**config.mk**
```make
export PLATFORM = sky130hd
export DESIGN_NAME = shf_top
export DESIGN_NICKNAME = d
export VERILOG_FILES = /design/src/verilog/shf_pkg.sv /design/src/verilog/shf_ctrl.sv /design/src/verilog/shf_rd_gen.sv /design/src/verilog/shf_align_buf.sv /design/src/verilog/shf_wr_gen.sv /design/src/verilog/shf_top.sv
export VERILOG_INCLUDE_DIRS = /design/src /design/src/verilog
export SDC_FILE = /design/constraint.sdc
export NUM_CORES = 1
export LEC_CHECK = 0
export ABC_AREA = 0
export BUFFER_PORTS_ARGS = -buffer_cell sky130_fd_sc_hd__buf_4
export CAP_MARGIN = 25
export CORE_MARGIN = 3
export CORE_UTILIZATION = 35
export DETAILED_ROUTE_END_ITERATION = 10
export PLACE_DENSITY = 0.55
export SLEW_MARGIN = 10
export SYNTH_ARGS = -nofsm -noshare
export SYNTH_HDL_FRONTEND = slang
export SYNTH_SLANG_ARGS = --single-unit
```
**constraint.sdc**
```tcl
create_clock -name clk -period 7.25 [get_ports clk]
set_input_delay 1.0875 -clock clk [delete_from_list [all_inputs] [get_ports clk]]
set_output_delay 1.0875 -clock clk [all_outputs]
set_load 0.005 [all_outputs]
```
**src/verilog/shf_settings.svh**
```systemverilog
// ========================================
// Word, address and count widths, queue
// depths and credit width of the engine
// ========================================
`ifndef SHF_SETTINGS_SVH
`define SHF_SETTINGS_SVH

// Data word
`define SHF_BYTES       4
`define SHF_DATA_W      32

// Job fields
`define SHF_ADDR_W      16
`define SHF_CNT_W       8
`define SHF_OFF_W       2

// Input queue in the buffer, also the read credit pool
`define SHF_IN_DEPTH    4
// Output queue in the consumer, also the push credit pool
`define SHF_OUT_DEPTH   2

// Wide enough for the larger of the two depths
`define SHF_CREDIT_W    3

`endif

```
**src/verilog/shf_pkg.sv**
```systemverilog
// ========================================
// Job struct, output word struct and the
// controller state enum
// ========================================
`include "shf_settings.svh"

package shf_pkg;

    // ========================================
    // Job descriptor
    // ========================================
    // 42 bits, in_addr in the top bits
    typedef struct packed {
        // First input word
        logic [`SHF_ADDR_W-1:0] in_addr;
        // First output word
        logic [`SHF_ADDR_W-1:0] out_addr;
        // Words per job, 1 to 255
        logic [`SHF_CNT_W-1:0]  num;
        // Byte shift into the stream
        logic [`SHF_OFF_W-1:0]  byte_off;
    } shf_job_t;

    // ========================================
    // Buffer to consumer word
    // ========================================
    typedef struct packed {
        logic [`SHF_DATA_W-1:0] data;
        // Set on the final word of a job
        logic                   last;
    } shf_out_t;

    // Controller FSM
    typedef enum logic [1:0] {
        IDLE,
        RUN,
        DRAIN
    } shf_state_e;

endpackage

```
**src/verilog/shf_ctrl.sv**
```systemverilog
// ========================================
// Job acceptance and IDLE/RUN/DRAIN FSM
// ========================================
`timescale 1ns/1ps

module shf_ctrl import shf_pkg::*; (
    input  logic       clk,
    input  logic       rst_n,
    input  logic       cfg_valid,
    input  shf_job_t   cfg,
    input  logic       rd_done,
    input  logic       wr_done,
    output logic       cfg_ready,
    output logic       start,
    output shf_job_t   job
);

    shf_state_e state_q;
    shf_state_e state_d;
    shf_job_t   job_q;

    // Ready only between jobs
    assign cfg_ready = (state_q == IDLE);
    // One pulse per accepted job
    assign start     = cfg_valid && cfg_ready;
    assign job       = job_q;

    // ========================================
    // FSM
    // ========================================
    always_comb begin
        state_d = state_q;
        case (state_q)
            IDLE:    if (start) state_d = RUN;
            // All reads issued
            RUN:     if (rd_done) state_d = DRAIN;
            // Final write taken
            DRAIN:   if (wr_done) state_d = IDLE;
            default: state_d = IDLE;
        endcase
    end

    always_ff @(posedge clk or negedge rst_n) begin
        if (!rst_n) begin
            state_q <= IDLE;
        end else begin
            state_q <= state_d;
        end
    end

    // Job held stable until the next acceptance
    always_ff @(posedge clk) begin
        if (start) begin
            job_q <= cfg;
        end
    end

endmodule

```
**src/verilog/shf_rd_gen.sv**
```systemverilog
// ========================================
// Read generator, issues one address per
// held input credit
// ========================================
`timescale 1ns/1ps
`include "shf_settings.svh"

module shf_rd_gen import shf_pkg::*; (
    input  logic                   clk,
    input  logic                   rst_n,
    input  logic                   start,
    input  shf_job_t               job,
    input  logic                   rd_req_ready,
    input  logic                   in_credit,
    output logic                   rd_req_valid,
    output logic [`SHF_ADDR_W-1:0] rd_addr,
    output logic                   rd_done
);

    localparam int ADDR_W = `SHF_ADDR_W;
    localparam int CW     = `SHF_CREDIT_W;

    // Words left to request
    logic                  busy;
    // Requests accepted so far
    logic [`SHF_CNT_W-1:0] issued;
    // Free slots in the buffer's input queue
    logic [CW-1:0]         cred;
    logic                  issue;

    // ========================================
    // Request port
    // ========================================
    assign rd_req_valid = busy && (cred != '0);
    assign issue        = rd_req_valid && rd_req_ready;
    // Address stays put while the request waits
    assign rd_addr      = job.in_addr + ADDR_W'(issued);
    // Handshake of request num-1
    assign rd_done      = issue && (issued == job.num - 1'b1);

    always_ff @(posedge clk or negedge rst_n) begin
        if (!rst_n) begin
            busy   <= 1'b0;
            issued <= '0;
        end else if (start) begin
            busy   <= 1'b1;
            issued <= '0;
        end else if (issue) begin
            issued <= issued + 1'b1;
            if (rd_done) begin
                busy <= 1'b0;
            end
        end
    end

    // ========================================
    // Credit counter
    // ========================================
    // Full pool on each job, one back per buffer pop
    always_ff @(posedge clk or negedge rst_n) begin
        if (!rst_n) begin
            cred <= '0;
        end else if (start) begin
            cred <= CW'(`SHF_IN_DEPTH);
        end else begin
            case ({in_credit, issue})
                2'b10:   cred <= cred + 1'b1;
                2'b01:   cred <= cred - 1'b1;
                default: cred <= cred;
            endcase
        end
    end

endmodule

```
**src/verilog/shf_align_buf.sv**
```systemverilog
// ========================================
// Alignment buffer with input queue, two
// word window and byte shifter
// ========================================
`timescale 1ns/1ps
`include "shf_settings.svh"

module shf_align_buf import shf_pkg::*; (
    input  logic                   clk,
    input  logic                   rst_n,
    input  logic                   start,
    input  shf_job_t               job,
    input  logic                   rd_data_valid,
    input  logic [`SHF_DATA_W-1:0] rd_data,
    input  logic                   out_credit,
    output logic                   in_credit,
    output logic                   out_push,
    output shf_out_t               out_word
);

    localparam int DEPTH = `SHF_IN_DEPTH;
    localparam int PTR_W = $clog2(DEPTH);
    localparam int DW    = `SHF_DATA_W;
    localparam int BW    = DW / `SHF_BYTES;
    localparam int CW    = `SHF_CREDIT_W;

    // Input queue
    logic [DW-1:0]         q_mem [DEPTH];
    logic [PTR_W-1:0]      q_wr_ptr;
    logic [PTR_W-1:0]      q_rd_ptr;
    logic [CW-1:0]         q_cnt;
    logic                  pop;

    // Window, win0 is stream word j and win1 word j+1
    logic [DW-1:0]         win0;
    logic [DW-1:0]         win1;
    logic                  win0_vld;
    logic                  win1_vld;
    logic                  ld0_w1;
    logic                  ld0_q;
    logic                  ld1_q;
    // Words moved from the queue into the window
    logic [`SHF_CNT_W-1:0] rx_cnt;
    logic                  is_last;
    logic                  fire;
    // Free slots in the consumer queue
    logic [CW-1:0]         cred;
    logic [2*DW-1:0]       pair;

    // ========================================
    // Input queue
    // ========================================
    // Credits keep the queue from overflowing
    always_ff @(posedge clk) begin
        if (rd_data_valid) begin
            q_mem[q_wr_ptr] <= rd_data;
        end
    end

    always_ff @(posedge clk or negedge rst_n) begin
        if (!rst_n) begin
            q_wr_ptr <= '0;
            q_rd_ptr <= '0;
            q_cnt    <= '0;
        end else begin
            if (rd_data_valid) begin
                q_wr_ptr <= (q_wr_ptr == PTR_W'(DEPTH - 1)) ? '0 : q_wr_ptr + 1'b1;
            end
            if (pop) begin
                q_rd_ptr <= (q_rd_ptr == PTR_W'(DEPTH - 1)) ? '0 : q_rd_ptr + 1'b1;
            end
            case ({rd_data_valid, pop})
                2'b10:   q_cnt <= q_cnt + 1'b1;
                2'b01:   q_cnt <= q_cnt - 1'b1;
                default: q_cnt <= q_cnt;
            endcase
        end
    end

    // ========================================
    // Window control
    // ========================================
    // Final word is alone in win0 once all words are in
    assign is_last = win0_vld && !win1_vld && (rx_cnt == job.num);
    assign fire    = win0_vld && (win1_vld || is_last) && (cred != '0);
    // Pop when a window slot is free after this cycle
    assign pop     = (q_cnt != '0) && (!win0_vld || !win1_vld || fire);

    // Shift on fire, queue head fills the first free slot
    assign ld0_w1  = fire && win1_vld;
    assign ld0_q   = pop && (fire ? !win1_vld : !win0_vld);
    assign ld1_q   = pop && (fire ? win1_vld : win0_vld);

    always_ff @(posedge clk) begin
        if (ld0_w1) begin
            win0 <= win1;
        end else if (ld0_q) begin
            win0 <= q_mem[q_rd_ptr];
        end
        if (ld1_q) begin
            win1 <= q_mem[q_rd_ptr];
        end
    end

    always_ff @(posedge clk or negedge rst_n) begin
        if (!rst_n) begin
            win0_vld <= 1'b0;
            win1_vld <= 1'b0;
            rx_cnt   <= '0;
        end else begin
            if (ld0_w1 || ld0_q) begin
                win0_vld <= 1'b1;
            end else if (fire) begin
                win0_vld <= 1'b0;
            end
            if (ld1_q) begin
                win1_vld <= 1'b1;
            end else if (fire) begin
                win1_vld <= 1'b0;
            end
            if (start) begin
                rx_cnt <= '0;
            end else if (pop) begin
                rx_cnt <= rx_cnt + 1'b1;
            end
        end
    end

    // ========================================
    // Byte shifter and output credits
    // ========================================
    // Zero upper word past the end of the stream
    assign pair = {(is_last ? {DW{1'b0}} : win1), win0};

    always_comb begin
        for (int b = 0; b < `SHF_BYTES; b++) begin
            out_word.data[b*BW +: BW] = pair[(b + int'(job.byte_off))*BW +: BW];
        end
    end

    assign out_word.last = is_last;
    assign out_push      = fire;
    assign in_credit     = pop;

    always_ff @(posedge clk or negedge rst_n) begin
        if (!rst_n) begin
            cred <= '0;
        end else if (start) begin
            cred <= CW'(`SHF_OUT_DEPTH);
        end else begin
            case ({out_credit, fire})
                2'b10:   cred <= cred + 1'b1;
                2'b01:   cred <= cred - 1'b1;
                default: cred <= cred;
            endcase
        end
    end

endmodule

```
**src/verilog/shf_wr_gen.sv**
```systemverilog
// ========================================
// Write generator with output queue and
// write address counter
// ========================================
`timescale 1ns/1ps
`include "shf_settings.svh"

module shf_wr_gen import shf_pkg::*; (
    input  logic                   clk,
    input  logic                   rst_n,
    input  logic                   start,
    input  shf_job_t               job,
    input  logic                   out_push,
    input  shf_out_t               out_word,
    input  logic                   wr_ready,
    output logic                   out_credit,
    output logic                   wr_valid,
    output logic [`SHF_ADDR_W-1:0] wr_addr,
    output logic [`SHF_DATA_W-1:0] wr_data,
    output logic                   wr_done
);

    localparam int DEPTH  = `SHF_OUT_DEPTH;
    localparam int PTR_W  = $clog2(DEPTH);
    localparam int ADDR_W = `SHF_ADDR_W;

    shf_out_t              q_mem [DEPTH];
    logic [PTR_W-1:0]      q_wr_ptr;
    logic [PTR_W-1:0]      q_rd_ptr;
    logic [`SHF_CREDIT_W-1:0] q_cnt;
    // Writes taken this job
    logic [`SHF_CNT_W-1:0] wr_cnt;
    logic                  wr_hs;

    // ========================================
    // Write port
    // ========================================
    assign wr_valid   = (q_cnt != '0);
    assign wr_data    = q_mem[q_rd_ptr].data;
    assign wr_addr    = job.out_addr + ADDR_W'(wr_cnt);
    assign wr_hs      = wr_valid && wr_ready;
    // Slot freed, credit back to the buffer
    assign out_credit = wr_hs;
    assign wr_done    = wr_hs && q_mem[q_rd_ptr].last;

    // Push only arrives with a credit, so no full check
    always_ff @(posedge clk) begin
        if (out_push) begin
            q_mem[q_wr_ptr] <= out_word;
        end
    end

    always_ff @(posedge clk or negedge rst_n) begin
        if (!rst_n) begin
            q_wr_ptr <= '0;
            q_rd_ptr <= '0;
            q_cnt    <= '0;
            wr_cnt   <= '0;
        end else begin
            if (out_push) begin
                q_wr_ptr <= (q_wr_ptr == PTR_W'(DEPTH - 1)) ? '0 : q_wr_ptr + 1'b1;
            end
            if (wr_hs) begin
                q_rd_ptr <= (q_rd_ptr == PTR_W'(DEPTH - 1)) ? '0 : q_rd_ptr + 1'b1;
            end
            case ({out_push, wr_hs})
                2'b10:   q_cnt <= q_cnt + 1'b1;
                2'b01:   q_cnt <= q_cnt - 1'b1;
                default: q_cnt <= q_cnt;
            endcase
            // Address offset restarts per job
            if (start) begin
                wr_cnt <= '0;
            end else if (wr_hs) begin
                wr_cnt <= wr_cnt + 1'b1;
            end
        end
    end

endmodule

```
**src/verilog/shf_top.sv**
```systemverilog
// ========================================
// Shift engine top, controller, producer,
// buffer and consumer
// ========================================
`timescale 1ns/1ps
`include "shf_settings.svh"

module shf_top import shf_pkg::*; (
    input  logic                   clk,
    input  logic                   rst_n,
    // Job port
    input  logic                   cfg_valid,
    input  shf_job_t               cfg,
    output logic                   cfg_ready,
    // Global buffer read request
    output logic                   rd_req_valid,
    output logic [`SHF_ADDR_W-1:0] rd_addr,
    input  logic                   rd_req_ready,
    // Read return, in request order
    input  logic                   rd_data_valid,
    input  logic [`SHF_DATA_W-1:0] rd_data,
    // Global buffer write
    output logic                   wr_valid,
    output logic [`SHF_ADDR_W-1:0] wr_addr,
    output logic [`SHF_DATA_W-1:0] wr_data,
    input  logic                   wr_ready
);

    // Job distribution
    logic     start;
    shf_job_t job;
    // Status
    logic     rd_done;
    logic     wr_done;
    // Credit returns
    logic     in_credit;
    logic     out_credit;
    // Buffer to consumer
    logic     out_push;
    shf_out_t out_word;

    shf_ctrl u_ctrl (
        .clk       (clk),
        .rst_n     (rst_n),
        .cfg_valid (cfg_valid),
        .cfg       (cfg),
        .rd_done   (rd_done),
        .wr_done   (wr_done),
        .cfg_ready (cfg_ready),
        .start     (start),
        .job       (job)
    );

    shf_rd_gen u_rd_gen (
        .clk          (clk),
        .rst_n        (rst_n),
        .start        (start),
        .job          (job),
        .rd_req_ready (rd_req_ready),
        .in_credit    (in_credit),
        .rd_req_valid (rd_req_valid),
        .rd_addr      (rd_addr),
        .rd_done      (rd_done)
    );

    shf_align_buf u_align_buf (
        .clk           (clk),
        .rst_n         (rst_n),
        .start         (start),
        .job           (job),
        .rd_data_valid (rd_data_valid),
        .rd_data       (rd_data),
        .out_credit    (out_credit),
        .in_credit     (in_credit),
        .out_push      (out_push),
        .out_word      (out_word)
    );

    shf_wr_gen u_wr_gen (
        .clk        (clk),
        .rst_n      (rst_n),
        .start      (start),
        .job        (job),
        .out_push   (out_push),
        .out_word   (out_word),
        .wr_ready   (wr_ready),
        .out_credit (out_credit),
        .wr_valid   (wr_valid),
        .wr_addr    (wr_addr),
        .wr_data    (wr_data),
        .wr_done    (wr_done)
    );

endmodule

```
==> metrics.yaml <==
avgViaCountPerCell: 4.68
synth_area_mm2: 0.0151
synthMuxAreaShare: 0.116
grt_pass1_wl_mm: 48.2
most-common-layout-cells: "300 x edfxtp_1, 161 x buf_4, 80 x mux2_2"
layout_setup_ws_ps: 3270
cap_violations: 0
drt-pass1-iter-count: 4
worst_slew_pin_slew_ps: 852
root_buffer: "clkbuf_16"
startpoint_type: "flop"
synth_edf_count: 300
drt_wl_total_mm: 30.6
place_ws_ps: 3870
skew_ps: 27.1
yosys_most_used_dff: "edfxtp_1"
synthCells: 973
place_congestion: 0.747
rsz0062_at_grt: "false"
port_buffers: 146
num_rows: 75
dp_cells: 1670
cts.sinks: 347
grt_pass1_vias: 8429
synthXorXnorAreaFrac: 0.0434
relSlewSlack: 0.432
cp_data_arrival_time_ps: 2890
finalMaxSlewViolations: 0
dr_total_vias: 8151
synth_top_family_by_area: "multiplexers"
die_area_mm2: 0.0458
yosysUniqueCellTypes: 55
synth_nets: 1088
h-tree-depth: 2
synth_compound_area_frac: 0.0502
post-route-min-period_ps: 3980
cts_tree: "done"
grt_use_total: 0.137
die_w_um: 214
hpwl_mm: 20.2
hold_violations: 0
power.leakage_nw: 6.70
antenna_found_initial: 1
cts_buffer_depth: 3
cts_setup_buffers: 0
path_class: "reg -> out"
crit_fanout: 5
fin_tns_setup_ps: 0
clock.fmax_mhz: 251
overflow: 0
post_cts_resized: 0
wl_per_cell_um: 17.6
ios: 147
seq_area_frac_synth: 0.673
ir_worst_vdd_mv: 0.219
synth.avg_cell_area_um2: 15.5
fin_cells: 1740
drc_errors: 0
status: "finished, final reports clean"
core-area_mm2: 0.0423
min_period_over_period: 0.549
path_clk_slew_ps: 60
grt_max_degree: 65
ys_seq_elements: 347
fillerInstances: 3878
clk_latency_ps: 560
nets: 1249
area_growth_pct: 19.3
initial_core_util: 0.357
p_per_area_mw_per_mm2: 417
finalSetupViolCount: 0
cts_made_buffers: 39
crit_path_end_kind: "primary output"
hold_class: "reg -> reg"
ys_async_sr_fraction: 0.135
final_core_util: 0.426
mostFrequentLayoutCell: "edfxtp_1"
drt_iter0_drc: 453
synthAdderAreaFrac: 0.0319
postCtsHoldBufs: 0
ys_warn_count: 0
required_ps: 6160
drive_above_1_share: 0.288
die_h_um: 214
drtAntennaViolNets: 0
synth-simple-area-share: 0.0625
-- synth_stat cells (all sizes together) (21+ instances only) --
cell type / count / area share
a21oi: 35 / 0.012
buf: 21 / 0.0083
dfrtp: 47 / 0.078
edfxtp: 300 / 0.60
ha: 29 / 0.024
inv: 34 / 0.0089
mux2: 80 / 0.060
mux4: 32 / 0.048
nand2: 56 / 0.014
nor2: 53 / 0.013
o21ai: 24 / 0.0082
xnor2: 38 / 0.022
xor2: 37 / 0.021
-- logic make-up (layout without fill, tap and decap cells) --
group | Yosys count | in the layout
compound gates | 121 | 121
xor+xnor | 75 | 75
fa+ha+maj | 35 | 35
buf+inv | 75 | 264
flops | 347 | 347
mux | 126 | 126
other cells | 0 | 1
simple gates | 194 | 194
-- sequential cells by signal (all words and copies together) (netlist names) --
name	cells
u_wr_gen.q_mem	66
u_wr_gen.q_wr_ptr	1
u_align_buf.rx_cnt	8
u_wr_gen.q_cnt	3
u_rd_gen.cred	3
u_align_buf.win0_vld	1
u_align_buf.q_rd_ptr	2
u_align_buf.win0	32
u_rd_gen.busy	1
u_ctrl.job	42
u_rd_gen.issued	8
u_align_buf.q_mem	128
u_align_buf.q_cnt	3
u_wr_gen.q_rd_ptr	1
u_align_buf.win1	32
u_ctrl.state_q	2
u_wr_gen.wr_cnt	8
u_align_buf.win1_vld	1
u_align_buf.q_wr_ptr	2
u_align_buf.cred	3
-- per-stage QoR --
stage	power, mW	area [um^2]	hold WS [ps]
2_1_floorplan	4.89	15100	434
3_3_place_gp	5.77	16900	453
3_5_place_dp	5.80	16900	464
4_1_cts	7.67	18000	471
5_1_grt	8.06	18000	490
6_report	7.53	18000	467
-- critical path, stage by stage (launching register included) --
cell     delay, ps
dfrtp_1        460
ha_1           210
inv_1           50
fa_1           390
nor2b_1        140
o21a_1         130
o21ai_0        130
a21oi_1        380
nand3_1        150
xnor2_1        160
buf_4          130
-- cell type report --
cell class | count | area (um^2) | area share
diodes | 1 | 2.50 | 0.000139
clock buffers | 55 | 1100 | 0.0609
clock inverters | 14 | 77.6 | 0.00430
inverters | 34 | 135 | 0.00749
multi-input cells | 551 | 4620 | 0.256
flip-flops and latches | 347 | 10200 | 0.564
well taps | 577 | 722 | 0.0400
repair buffers | 161 | 1210 | 0.0670
-- power by group --
group	total [mW]	leakage [nW]	internal [mW]	switching, mW
clock network	1.83	0.574	1.06	0.774
registers	3.36	3.40	3.03	0.330
logic	2.34	2.72	1.15	1.19
total	7.53	6.70	5.23	2.29
-- metal layers --
layer / global-route usage / up-vias / share of wire
met2: 0.207 / 151 / 0.45
met3: 0.0312 / 47 / 0.049
met1: 0.197 / 3971 / 0.48
met4: 0.0435 / 0 / 0.023
met5: 0 / - / 0
li1: - / 3982 / -
-- final timing paths --
path,endpoint,from,slack [ps],depth (start not counted)
max,rd_addr[10],u_rd_gen.issued[0]$_DFFE_PN0P_,3270,10
min,u_wr_gen.q_cnt[2]$_DFFE_PN0P_,u_wr_gen.q_cnt[2]$_DFFE_PN0P_,470,1
max reg2reg,u_align_buf.cred[2]$_DFFE_PN0P_,u_ctrl.job[4]$_DFFE_PP_,4290,12
min reg2reg,u_wr_gen.q_cnt[2]$_DFFE_PN0P_,u_wr_gen.q_cnt[2]$_DFFE_PN0P_,470,1
max in group asynchronous,u_align_buf.q_rd_ptr[0]$_DFFE_PN0P_,rst_n,6230,1
min in group asynchronous,u_align_buf.q_wr_ptr[0]$_DFFE_PN0P_,rst_n,550,1
No activity file was read; power rests on OpenSTA's default activity.
